--- src/verilog/dnc_dim_pkg.sv ---
// DNC memory dimensions
package dnc_dim_pkg;

  ////////////////////
  // Word format

  // Signed Q8.8 fixed point
  localparam int INT_BITS  = 8;
  localparam int FRAC_BITS = 8;
  localparam int DATA_SIZE = INT_BITS + FRAC_BITS;

  ////////////////////
  // Memory geometry

  // Number of read heads (R)
  localparam int READ_HEADS = 2;
  // Elements per key (W)
  localparam int WORD_SIZE  = 4;

  ////////////////////
  // Index widths

  // Holds R+1 values, write strength rides on head R
  localparam int HEAD_BITS = 2;
  // Element index 0 .. W-1
  localparam int ELEM_BITS = 2;

endpackage

--- src/verilog/dnc_frame_pkg.sv ---
// DNC interface frame layout
package dnc_frame_pkg;

  import dnc_dim_pkg::*;

  ////////////////////
  // Field codes

  localparam logic [1:0] SEG_READ_KEYS = 2'd0;
  localparam logic [1:0] SEG_READ_STR  = 2'd1;
  localparam logic [1:0] SEG_WRITE_KEY = 2'd2;
  localparam logic [1:0] SEG_WRITE_STR = 2'd3;

  ////////////////////
  // Field offsets

  // Word counter covers a whole frame
  localparam int WORD_CNT_BITS = 4;

  // Read keys start at word 0, R*W words
  localparam logic [WORD_CNT_BITS-1:0] OFS_READ_STR  = WORD_CNT_BITS'(READ_HEADS * WORD_SIZE);
  localparam logic [WORD_CNT_BITS-1:0] OFS_WRITE_KEY = OFS_READ_STR + WORD_CNT_BITS'(READ_HEADS);
  localparam logic [WORD_CNT_BITS-1:0] OFS_WRITE_STR = OFS_WRITE_KEY + WORD_CNT_BITS'(WORD_SIZE);
  // One write strength closes the frame
  localparam logic [WORD_CNT_BITS-1:0] FRAME_WORDS   = OFS_WRITE_STR + 1'b1;

  ////////////////////
  // Fixed-point constants

  // 1.0 in Q8.8
  localparam logic [DATA_SIZE-1:0] FIXED_ONE =
    {{(DATA_SIZE-FRAC_BITS-1){1'b0}}, 1'b1, {FRAC_BITS{1'b0}}};
  // Largest positive word
  localparam logic [DATA_SIZE-1:0] FIXED_MAX = {1'b0, {(DATA_SIZE-1){1'b1}}};

endpackage

--- src/verilog/dnc_interface_parser.sv ---
// Interface frame sequencer
`timescale 1ns/100ps

module dnc_interface_parser
  import dnc_dim_pkg::*;
  import dnc_frame_pkg::*;
(
  input  logic                 CLK,
  input  logic                 RST,
  input  logic                 START,
  // Frame word input
  input  logic                 in_valid,
  output logic                 in_ready,
  input  logic [DATA_SIZE-1:0] in_data,
  // Per-field valid
  output logic                 rk_in_valid,
  output logic                 wk_in_valid,
  output logic                 st_in_valid,
  // Per-field ready
  input  logic                 rk_in_ready,
  input  logic                 wk_in_ready,
  input  logic                 st_in_ready,
  output logic [DATA_SIZE-1:0] field_data,
  output logic                 busy,
  output logic                 frame_done
);

  // FSM state, 0 idle and 1 active
  logic                     active;
  logic [WORD_CNT_BITS-1:0] word_cnt;
  logic [1:0]               seg;
  logic                     sel_ready;
  logic                     in_fire;
  logic                     last_word;

  ////////////////////
  // Field decode

  // Current field from word position
  always_comb begin
    if (word_cnt < OFS_READ_STR) begin
      seg = SEG_READ_KEYS;
    end else if (word_cnt < OFS_WRITE_KEY) begin
      seg = SEG_READ_STR;
    end else if (word_cnt < OFS_WRITE_STR) begin
      seg = SEG_WRITE_KEY;
    end else begin
      seg = SEG_WRITE_STR;
    end
  end

  // Steer valid out, ready back
  always_comb begin
    rk_in_valid = 1'b0;
    wk_in_valid = 1'b0;
    st_in_valid = 1'b0;
    sel_ready   = 1'b0;
    case (seg)
      SEG_READ_KEYS: begin
        rk_in_valid = active && in_valid;
        sel_ready   = rk_in_ready;
      end
      SEG_WRITE_KEY: begin
        wk_in_valid = active && in_valid;
        sel_ready   = wk_in_ready;
      end
      // Both strengths share one unit
      SEG_READ_STR, SEG_WRITE_STR: begin
        st_in_valid = active && in_valid;
        sel_ready   = st_in_ready;
      end
      default: sel_ready = 1'b0;
    endcase
  end

  // No acceptance outside a frame
  assign in_ready   = active && sel_ready;
  assign field_data = in_data;
  assign in_fire    = in_valid && in_ready;
  assign last_word  = (word_cnt == FRAME_WORDS - 1'b1);
  assign busy       = active;

  ////////////////////
  // Frame control

  always_ff @(posedge CLK or posedge RST) begin
    if (RST) begin
      active     <= 1'b0;
      word_cnt   <= '0;
      frame_done <= 1'b0;
    end else begin
      frame_done <= 1'b0;
      if (!active) begin
        // START only seen while idle
        if (START) begin
          active   <= 1'b1;
          word_cnt <= '0;
        end
      end else if (in_fire) begin
        if (last_word) begin
          active     <= 1'b0;
          word_cnt   <= '0;
          frame_done <= 1'b1;
        end else begin
          word_cnt <= word_cnt + 1'b1;
        end
      end
    end
  end

endmodule

--- src/verilog/dnc_key_stream.sv ---
// Key element indexer
`timescale 1ns/100ps

module dnc_key_stream
  import dnc_dim_pkg::*;
#(
  // Heads per frame, R for read keys and 1 for the write key
  parameter int HEADS = READ_HEADS
) (
  input  logic                 CLK,
  input  logic                 RST,
  // Element input
  input  logic                 in_valid,
  output logic                 in_ready,
  input  logic [DATA_SIZE-1:0] in_data,
  // Tagged element output
  output logic                 out_valid,
  input  logic                 out_ready,
  output logic [DATA_SIZE-1:0] out_data,
  output logic [HEAD_BITS-1:0] out_head,
  output logic [ELEM_BITS-1:0] out_elem,
  output logic                 out_last
);

  logic [HEAD_BITS-1:0] head_idx;
  logic [ELEM_BITS-1:0] elem_idx;
  logic                 in_fire;
  logic                 elem_wrap;
  logic                 head_wrap;

  // Free slot or draining this cycle
  assign in_ready  = !out_valid || out_ready;
  assign in_fire   = in_valid && in_ready;
  assign elem_wrap = (elem_idx == ELEM_BITS'(WORD_SIZE - 1));
  assign head_wrap = (head_idx == HEAD_BITS'(HEADS - 1));

  ////////////////////
  // Index counters

  // k(i;k) walks k fastest, then i
  always_ff @(posedge CLK or posedge RST) begin
    if (RST) begin
      head_idx <= '0;
      elem_idx <= '0;
    end else if (in_fire) begin
      if (elem_wrap) begin
        elem_idx <= '0;
        // Last head wraps back for next frame
        head_idx <= head_wrap ? '0 : head_idx + 1'b1;
      end else begin
        elem_idx <= elem_idx + 1'b1;
      end
    end
  end

  ////////////////////
  // Output register

  always_ff @(posedge CLK or posedge RST) begin
    if (RST) begin
      out_valid <= 1'b0;
    end else if (in_ready) begin
      out_valid <= in_valid;
    end
  end

  // Element copied unchanged with its tags
  always_ff @(posedge CLK) begin
    if (in_fire) begin
      out_data <= in_data;
      out_head <= head_idx;
      out_elem <= elem_idx;
      out_last <= elem_wrap && head_wrap;
    end
  end

endmodule

--- src/verilog/dnc_strength_unit.sv ---
// Oneplus strength stage
`timescale 1ns/100ps

module dnc_strength_unit
  import dnc_dim_pkg::*;
  import dnc_frame_pkg::*;
(
  input  logic                 CLK,
  input  logic                 RST,
  // Raw strength input
  input  logic                 in_valid,
  output logic                 in_ready,
  input  logic [DATA_SIZE-1:0] in_data,
  // Conditioned strength output
  output logic                 out_valid,
  input  logic                 out_ready,
  output logic [DATA_SIZE-1:0] out_data,
  output logic [HEAD_BITS-1:0] out_head
);

  logic [HEAD_BITS-1:0] head_idx;
  logic                 in_fire;
  logic                 head_wrap;
  logic [DATA_SIZE-1:0] pos_part;
  logic [DATA_SIZE:0]   sum;
  logic [DATA_SIZE-1:0] oneplus;

  assign in_ready  = !out_valid || out_ready;
  assign in_fire   = in_valid && in_ready;
  // Head R is the write strength
  assign head_wrap = (head_idx == HEAD_BITS'(READ_HEADS));

  ////////////////////
  // Oneplus datapath

  // Negative inputs clamp to zero
  assign pos_part = in_data[DATA_SIZE-1] ? '0 : in_data;
  // One guard bit, cannot wrap
  assign sum      = {1'b0, FIXED_ONE} + {1'b0, pos_part};
  assign oneplus  = (sum > {1'b0, FIXED_MAX}) ? FIXED_MAX : sum[DATA_SIZE-1:0];

  ////////////////////
  // Head counter and output

  always_ff @(posedge CLK or posedge RST) begin
    if (RST) begin
      head_idx  <= '0;
      out_valid <= 1'b0;
    end else begin
      if (in_fire) begin
        head_idx <= head_wrap ? '0 : head_idx + 1'b1;
      end
      if (in_ready) begin
        out_valid <= in_valid;
      end
    end
  end

  // Result and head tag
  always_ff @(posedge CLK) begin
    if (in_fire) begin
      out_data <= oneplus;
      out_head <= head_idx;
    end
  end

endmodule

--- src/verilog/dnc_interface.sv ---
// DNC interface vector front end
`timescale 1ns/100ps

module dnc_interface
  import dnc_dim_pkg::*;
(
  input  logic                 CLK,
  input  logic                 RST,
  input  logic                 START,
  // Frame input
  input  logic                 in_valid,
  output logic                 in_ready,
  input  logic [DATA_SIZE-1:0] in_data,
  // Read keys
  output logic                 rk_valid,
  input  logic                 rk_ready,
  output logic [DATA_SIZE-1:0] rk_data,
  output logic [HEAD_BITS-1:0] rk_head,
  output logic [ELEM_BITS-1:0] rk_elem,
  output logic                 rk_last,
  // Write key
  output logic                 wk_valid,
  input  logic                 wk_ready,
  output logic [DATA_SIZE-1:0] wk_data,
  output logic [ELEM_BITS-1:0] wk_elem,
  output logic                 wk_last,
  // Read and write strengths
  output logic                 st_valid,
  input  logic                 st_ready,
  output logic [DATA_SIZE-1:0] st_data,
  output logic [HEAD_BITS-1:0] st_head,
  // Frame status
  output logic                 busy,
  output logic                 frame_done
);

  // Parser to field blocks
  logic                 rk_in_valid;
  logic                 wk_in_valid;
  logic                 st_in_valid;
  logic                 rk_in_ready;
  logic                 wk_in_ready;
  logic                 st_in_ready;
  logic [DATA_SIZE-1:0] field_data;

  ////////////////////
  // Frame sequencer

  dnc_interface_parser u_parser (
    .CLK         (CLK),
    .RST         (RST),
    .START       (START),
    .in_valid    (in_valid),
    .in_ready    (in_ready),
    .in_data     (in_data),
    .rk_in_valid (rk_in_valid),
    .wk_in_valid (wk_in_valid),
    .st_in_valid (st_in_valid),
    .rk_in_ready (rk_in_ready),
    .wk_in_ready (wk_in_ready),
    .st_in_ready (st_in_ready),
    .field_data  (field_data),
    .busy        (busy),
    .frame_done  (frame_done)
  );

  ////////////////////
  // Field blocks

  // R heads of W elements
  dnc_key_stream #(
    .HEADS (READ_HEADS)
  ) u_read_keys (
    .CLK       (CLK),
    .RST       (RST),
    .in_valid  (rk_in_valid),
    .in_ready  (rk_in_ready),
    .in_data   (field_data),
    .out_valid (rk_valid),
    .out_ready (rk_ready),
    .out_data  (rk_data),
    .out_head  (rk_head),
    .out_elem  (rk_elem),
    .out_last  (rk_last)
  );

  // Single head, head tag unused
  dnc_key_stream #(
    .HEADS (1)
  ) u_write_key (
    .CLK       (CLK),
    .RST       (RST),
    .in_valid  (wk_in_valid),
    .in_ready  (wk_in_ready),
    .in_data   (field_data),
    .out_valid (wk_valid),
    .out_ready (wk_ready),
    .out_data  (wk_data),
    .out_head  (),
    .out_elem  (wk_elem),
    .out_last  (wk_last)
  );

  dnc_strength_unit u_strength (
    .CLK       (CLK),
    .RST       (RST),
    .in_valid  (st_in_valid),
    .in_ready  (st_in_ready),
    .in_data   (field_data),
    .out_valid (st_valid),
    .out_ready (st_ready),
    .out_data  (st_data),
    .out_head  (st_head)
  );

endmodule

--- config.mk ---
export PLATFORM = sky130hd
export DESIGN_NAME = dnc_interface
export DESIGN_NICKNAME = d
export VERILOG_FILES = /design/src/verilog/dnc_dim_pkg.sv /design/src/verilog/dnc_frame_pkg.sv /design/src/verilog/dnc_interface_parser.sv /design/src/verilog/dnc_key_stream.sv /design/src/verilog/dnc_strength_unit.sv /design/src/verilog/dnc_interface.sv
export SDC_FILE = /design/constraint.sdc
export NUM_CORES = 1
export LEC_CHECK = 0
export ABC_AREA = 1
export BUFFER_PORTS_ARGS = -buffer_cell sky130_fd_sc_hd__buf_2
export CAP_MARGIN = 20
export CELL_PAD_IN_SITES_DETAIL_PLACEMENT = 1
export CELL_PAD_IN_SITES_GLOBAL_PLACEMENT = 2
export CORE_MARGIN = 1
export CORE_UTILIZATION = 35
export CTS_CLUSTER_DIAMETER = 40
export DETAILED_ROUTE_END_ITERATION = 7
export GPL_TIMING_DRIVEN = 0
export HOLD_SLACK_MARGIN = 0.06
export PLACE_DENSITY_LB_ADDON = 0.1
export SYNTH_ARGS = -nofsm -noshare
export SYNTH_HDL_FRONTEND = slang
export SYNTH_SLANG_ARGS = --single-unit
--- constraint.sdc ---
create_clock -name CLK -period 5.4 [get_ports CLK]
set_input_delay 1.08 -clock CLK [delete_from_list [all_inputs] [get_ports CLK]]
set_output_delay 1.08 -clock CLK [all_outputs]
set_load 0.05 [all_outputs]
==> metrics.txt <==
result of the run=finished, final reports clean; leakage power=1.82 nW; Fin Clk Skew=0.0103 ns; total global routing overflow=0; slew margin rel.=0.472; EDFF count, synth=58; Max Clk Rate=0.338 GHz; clock root buffer=sky130_fd_sc_hd__clkbuf_8; core outline area=0.00838 mm²; total via count in the routed design=2175; synthesized instance count=261; initial cell density of the core=0.369; number of pins with negative max-slew slack in the final report=0; Cells after DPL=456; average wire per cell in the routed design=15.1 µm; Post-Synthesis Cell Area=0.00309 mm²; actual slew at the worst max-slew pin=0.790 ns; nature of the critical path startpoint=primary input; post-synthesis area per instance=11.8 µm²; series of cell instances along the critical path=buf_2 > inv_1 > nand2_1 > nand3_1 > nand3_1 > nand2_1 > inv_1 > buf_2; worst setup path startpoint=st_ready; shortest clock period the worst path allows after layout=2.96 ns; Sinks on Clock Net=77; total of cells resized after clock tree synthesis=0; final setup violating endpoints=0; maximum number of pins on one net before global-route repair=20; final WL=7120 µm; Post-CTS Hold Buffers=0; number of top-level pins=87; insertion delay of the later-clocked pin in the worst-skew pair=0.34 ns; worst min-delay path category=reg -> reg; crit path max-delay cell type=sky130_fd_sc_hd__buf_2; Port Buf Inserts=86; maximum fanout along the worst path=3; filler cell count in the final layout=976; routability cong.=0.700; nets in the synthesized netlist=291; overall track demand over capacity in global routing=0.164; Synth async-reset ratio=0.247; portion of synthesized cell area occupied by the leading cell type=0.564; vias per cell=4.61; most common cell in the netlist=sky130_fd_sc_hd__nand2_1; accumulated negative setup slack=0 ns; post-route insts no fill=472; via count of the first global-routing pass=2178; layout cells sized above 1=0.316; share of the clock period used by the worst path after layout=0.548; max-cap violation count=0; largest stage delay on the critical path=0.25 ns; clock slew at the register clock pins of the worst setup and hold paths=0.08 ns; worst path required time=4.32 ns; cells on worst reg2reg path=5; utilization of the core after routing=0.470; sequential area share after synthesis=0.717; maximum buffer depth of the clock tree=2; category of cells accounting for the largest share of critical-path delay=simple AND/OR/NAND/NOR gates; synthesis-stage register bit count=77; total design power=1.94 mW; path type of the worst setup path=in -> out; Final Hold Violating Endpoints=0; Syn. warnings=0; antenna-violating nets left=0; number of antenna violations at the first check in global routing=0; height of the die=96.0 µm; TritonCTS clock tree=done; Peak supply drop=0.203 mV; launch point of the worst hold path=u_read_keys.head_idx[1]; TritonCTS buffer count=9; Area contributors post-synth=sky130_fd_sc_hd__edfxtp_1, sky130_fd_sc_hd__dfrtp_1, sky130_fd_sc_hd__nand2_1; list of most frequent post-synthesis cells=sky130_fd_sc_hd__nand2_1, sky130_fd_sc_hd__edfxtp_1, sky130_fd_sc_hd__inv_1; buffers and inverters on the worst path=4; # DRC=0; Area growth syn-to-layout=27.4%; layout net count=392; Reg2Reg Capture Point=u_read_keys.elem_idx[0]; first-pass GRT wire length=11100 µm; reg-to-reg critical path startpoint=u_parser.busy; last element of the critical path=in_ready; unrepaired setup endpoints after global routing=no; dpl hpwl=5310 µm; row count=33; total power divided by cell area=492 mW/mm²; Arr. time, crit path=1.88 ns; critical path depth in cells=8; prevailing post-synth register cell=sky130_fd_sc_hd__edfxtp_1; post-synthesis cell type count=22; reg-to-reg slack, setup=3.66 ns; post-CTS setup buffers=0; drt pass-1 iters=4; number of diodes=0; largest area contributor in the netlist=sky130_fd_sc_hd__edfxtp_1; area of the die=0.00921 mm²; number of H-tree levels=3; Iter 0 DRT Violations=33; element type at the critical path end=primary output; Horiz. Die Dim=96.0 µm
[power breakdown]
| group | switching [mW] | total (mW) | internal [mW] |
|---|---|---|---|
| logic | 0.479 | 0.635 | 0.157 |
| registers | 0.0681 | 0.853 | 0.785 |
| clock network | 0.209 | 0.448 | 0.239 |
| total | 0.756 | 1.94 | 1.18 |
[worst min path at each step]
stage,cells past startpoint,to
final,0,u_read_keys.out_head[1]
after global routing,0,u_read_keys.out_head[1]
after CTS,0,u_read_keys.out_head[1]
after detailed placement,0,u_read_keys.out_head[1]
after global placement,0,u_read_keys.out_head[1]
after floorplan,0,u_read_keys.out_head[1]
[layer usage]
metal,track usage,up-vias,wire [µm]
met5,0,-,0
met4,0.0597,0,96
met3,0.0553,8,482
met2,0.268,72,3370
met1,0.203,1030,3170
li1,-,1065,-
[kinds of logic after synthesis]
kind of cell,share of synthesized area
adders and majority gates,0.0283
buffers and inverters,0.0534
xor gates and xnor gates,0.00850
AOI/OAI and AO/OA,0.0292
and+or+nand+nor,0.162
DFF,0.717
other,0.00121
[sequential cells by signal, indices dropped and copies added (netlist names), 2 cells and up]
signal	cells
u_strength.out_data	16
u_parser.word_cnt	4
u_read_keys.elem_idx	2
u_write_key.elem_idx	2
u_write_key.out_elem	2
u_read_keys.out_elem	2
u_read_keys.out_data	16
u_read_keys.head_idx	2
u_strength.out_head	2
u_strength.head_idx	2
u_read_keys.out_head	2
u_write_key.head_idx	2
u_write_key.out_data	16
[cell usage in the layout, fill, tap and decap left out, types with 2 or more instances in the layout]
master and n:
sky130_fd_sc_hd__nor2_2 4, sky130_fd_sc_hd__nor3_1 3, sky130_fd_sc_hd__o21ai_0 10, sky130_fd_sc_hd__buf_2 86, sky130_fd_sc_hd__nand4_1 3, sky130_fd_sc_hd__nand2_1 66, sky130_fd_sc_hd__o21a_1 3, sky130_fd_sc_hd__nor2_1 19
sky130_fd_sc_hd__buf_6 4, sky130_fd_sc_hd__xor2_1 3, sky130_fd_sc_hd__clkbuf_8 11, sky130_fd_sc_hd__clkinvlp_4 2, sky130_fd_sc_hd__ha_1 7, sky130_fd_sc_hd__edfxtp_1 58, sky130_fd_sc_hd__nand3_1 17, sky130_fd_sc_hd__dfrtp_1 19
sky130_fd_sc_hd__a21oi_1 2, sky130_fd_sc_hd__inv_1 37
[worst reg2reg max path, delay by kind of cell, from the launching register on]
kind / cells / cell delay (ns)
AOI/OAI and AO/OA: 2 / 0.25
DFF: 1 / 0.41
buffers and inverters: 1 / 0.27
and+or+nand+nor: 2 / 0.70
[stage by stage]
| stage | hold slack (ns) | instance area, µm² | worst slack [ns] |
|---|---|---|---|
| 2_1_floorplan | 0.441 | 3090 | 1.86 |
| 4_1_cts | 0.480 | 3940 | 2.43 |
| 3_3_place_gp | 0.463 | 3650 | 0.532 |
| 3_5_place_dp | 0.463 | 3730 | 2.33 |
| 6_report | 0.478 | 3940 | 2.44 |
| 5_1_grt | 0.492 | 3940 | 2.32 |
[area by class of cell]
class	instances	area, µm²	area share
inverter	38	143	0.0362
sequential	77	2220	0.563
timing repair buffer	90	495	0.126
clock buffer	11	151	0.0384
clock inverter	5	58.8	0.0149
multi-input combinational	144	718	0.182
tap	105	131	0.0334
buffer	2	22.5	0.00572
No activity file was read; power rests on OpenSTA's default activity.
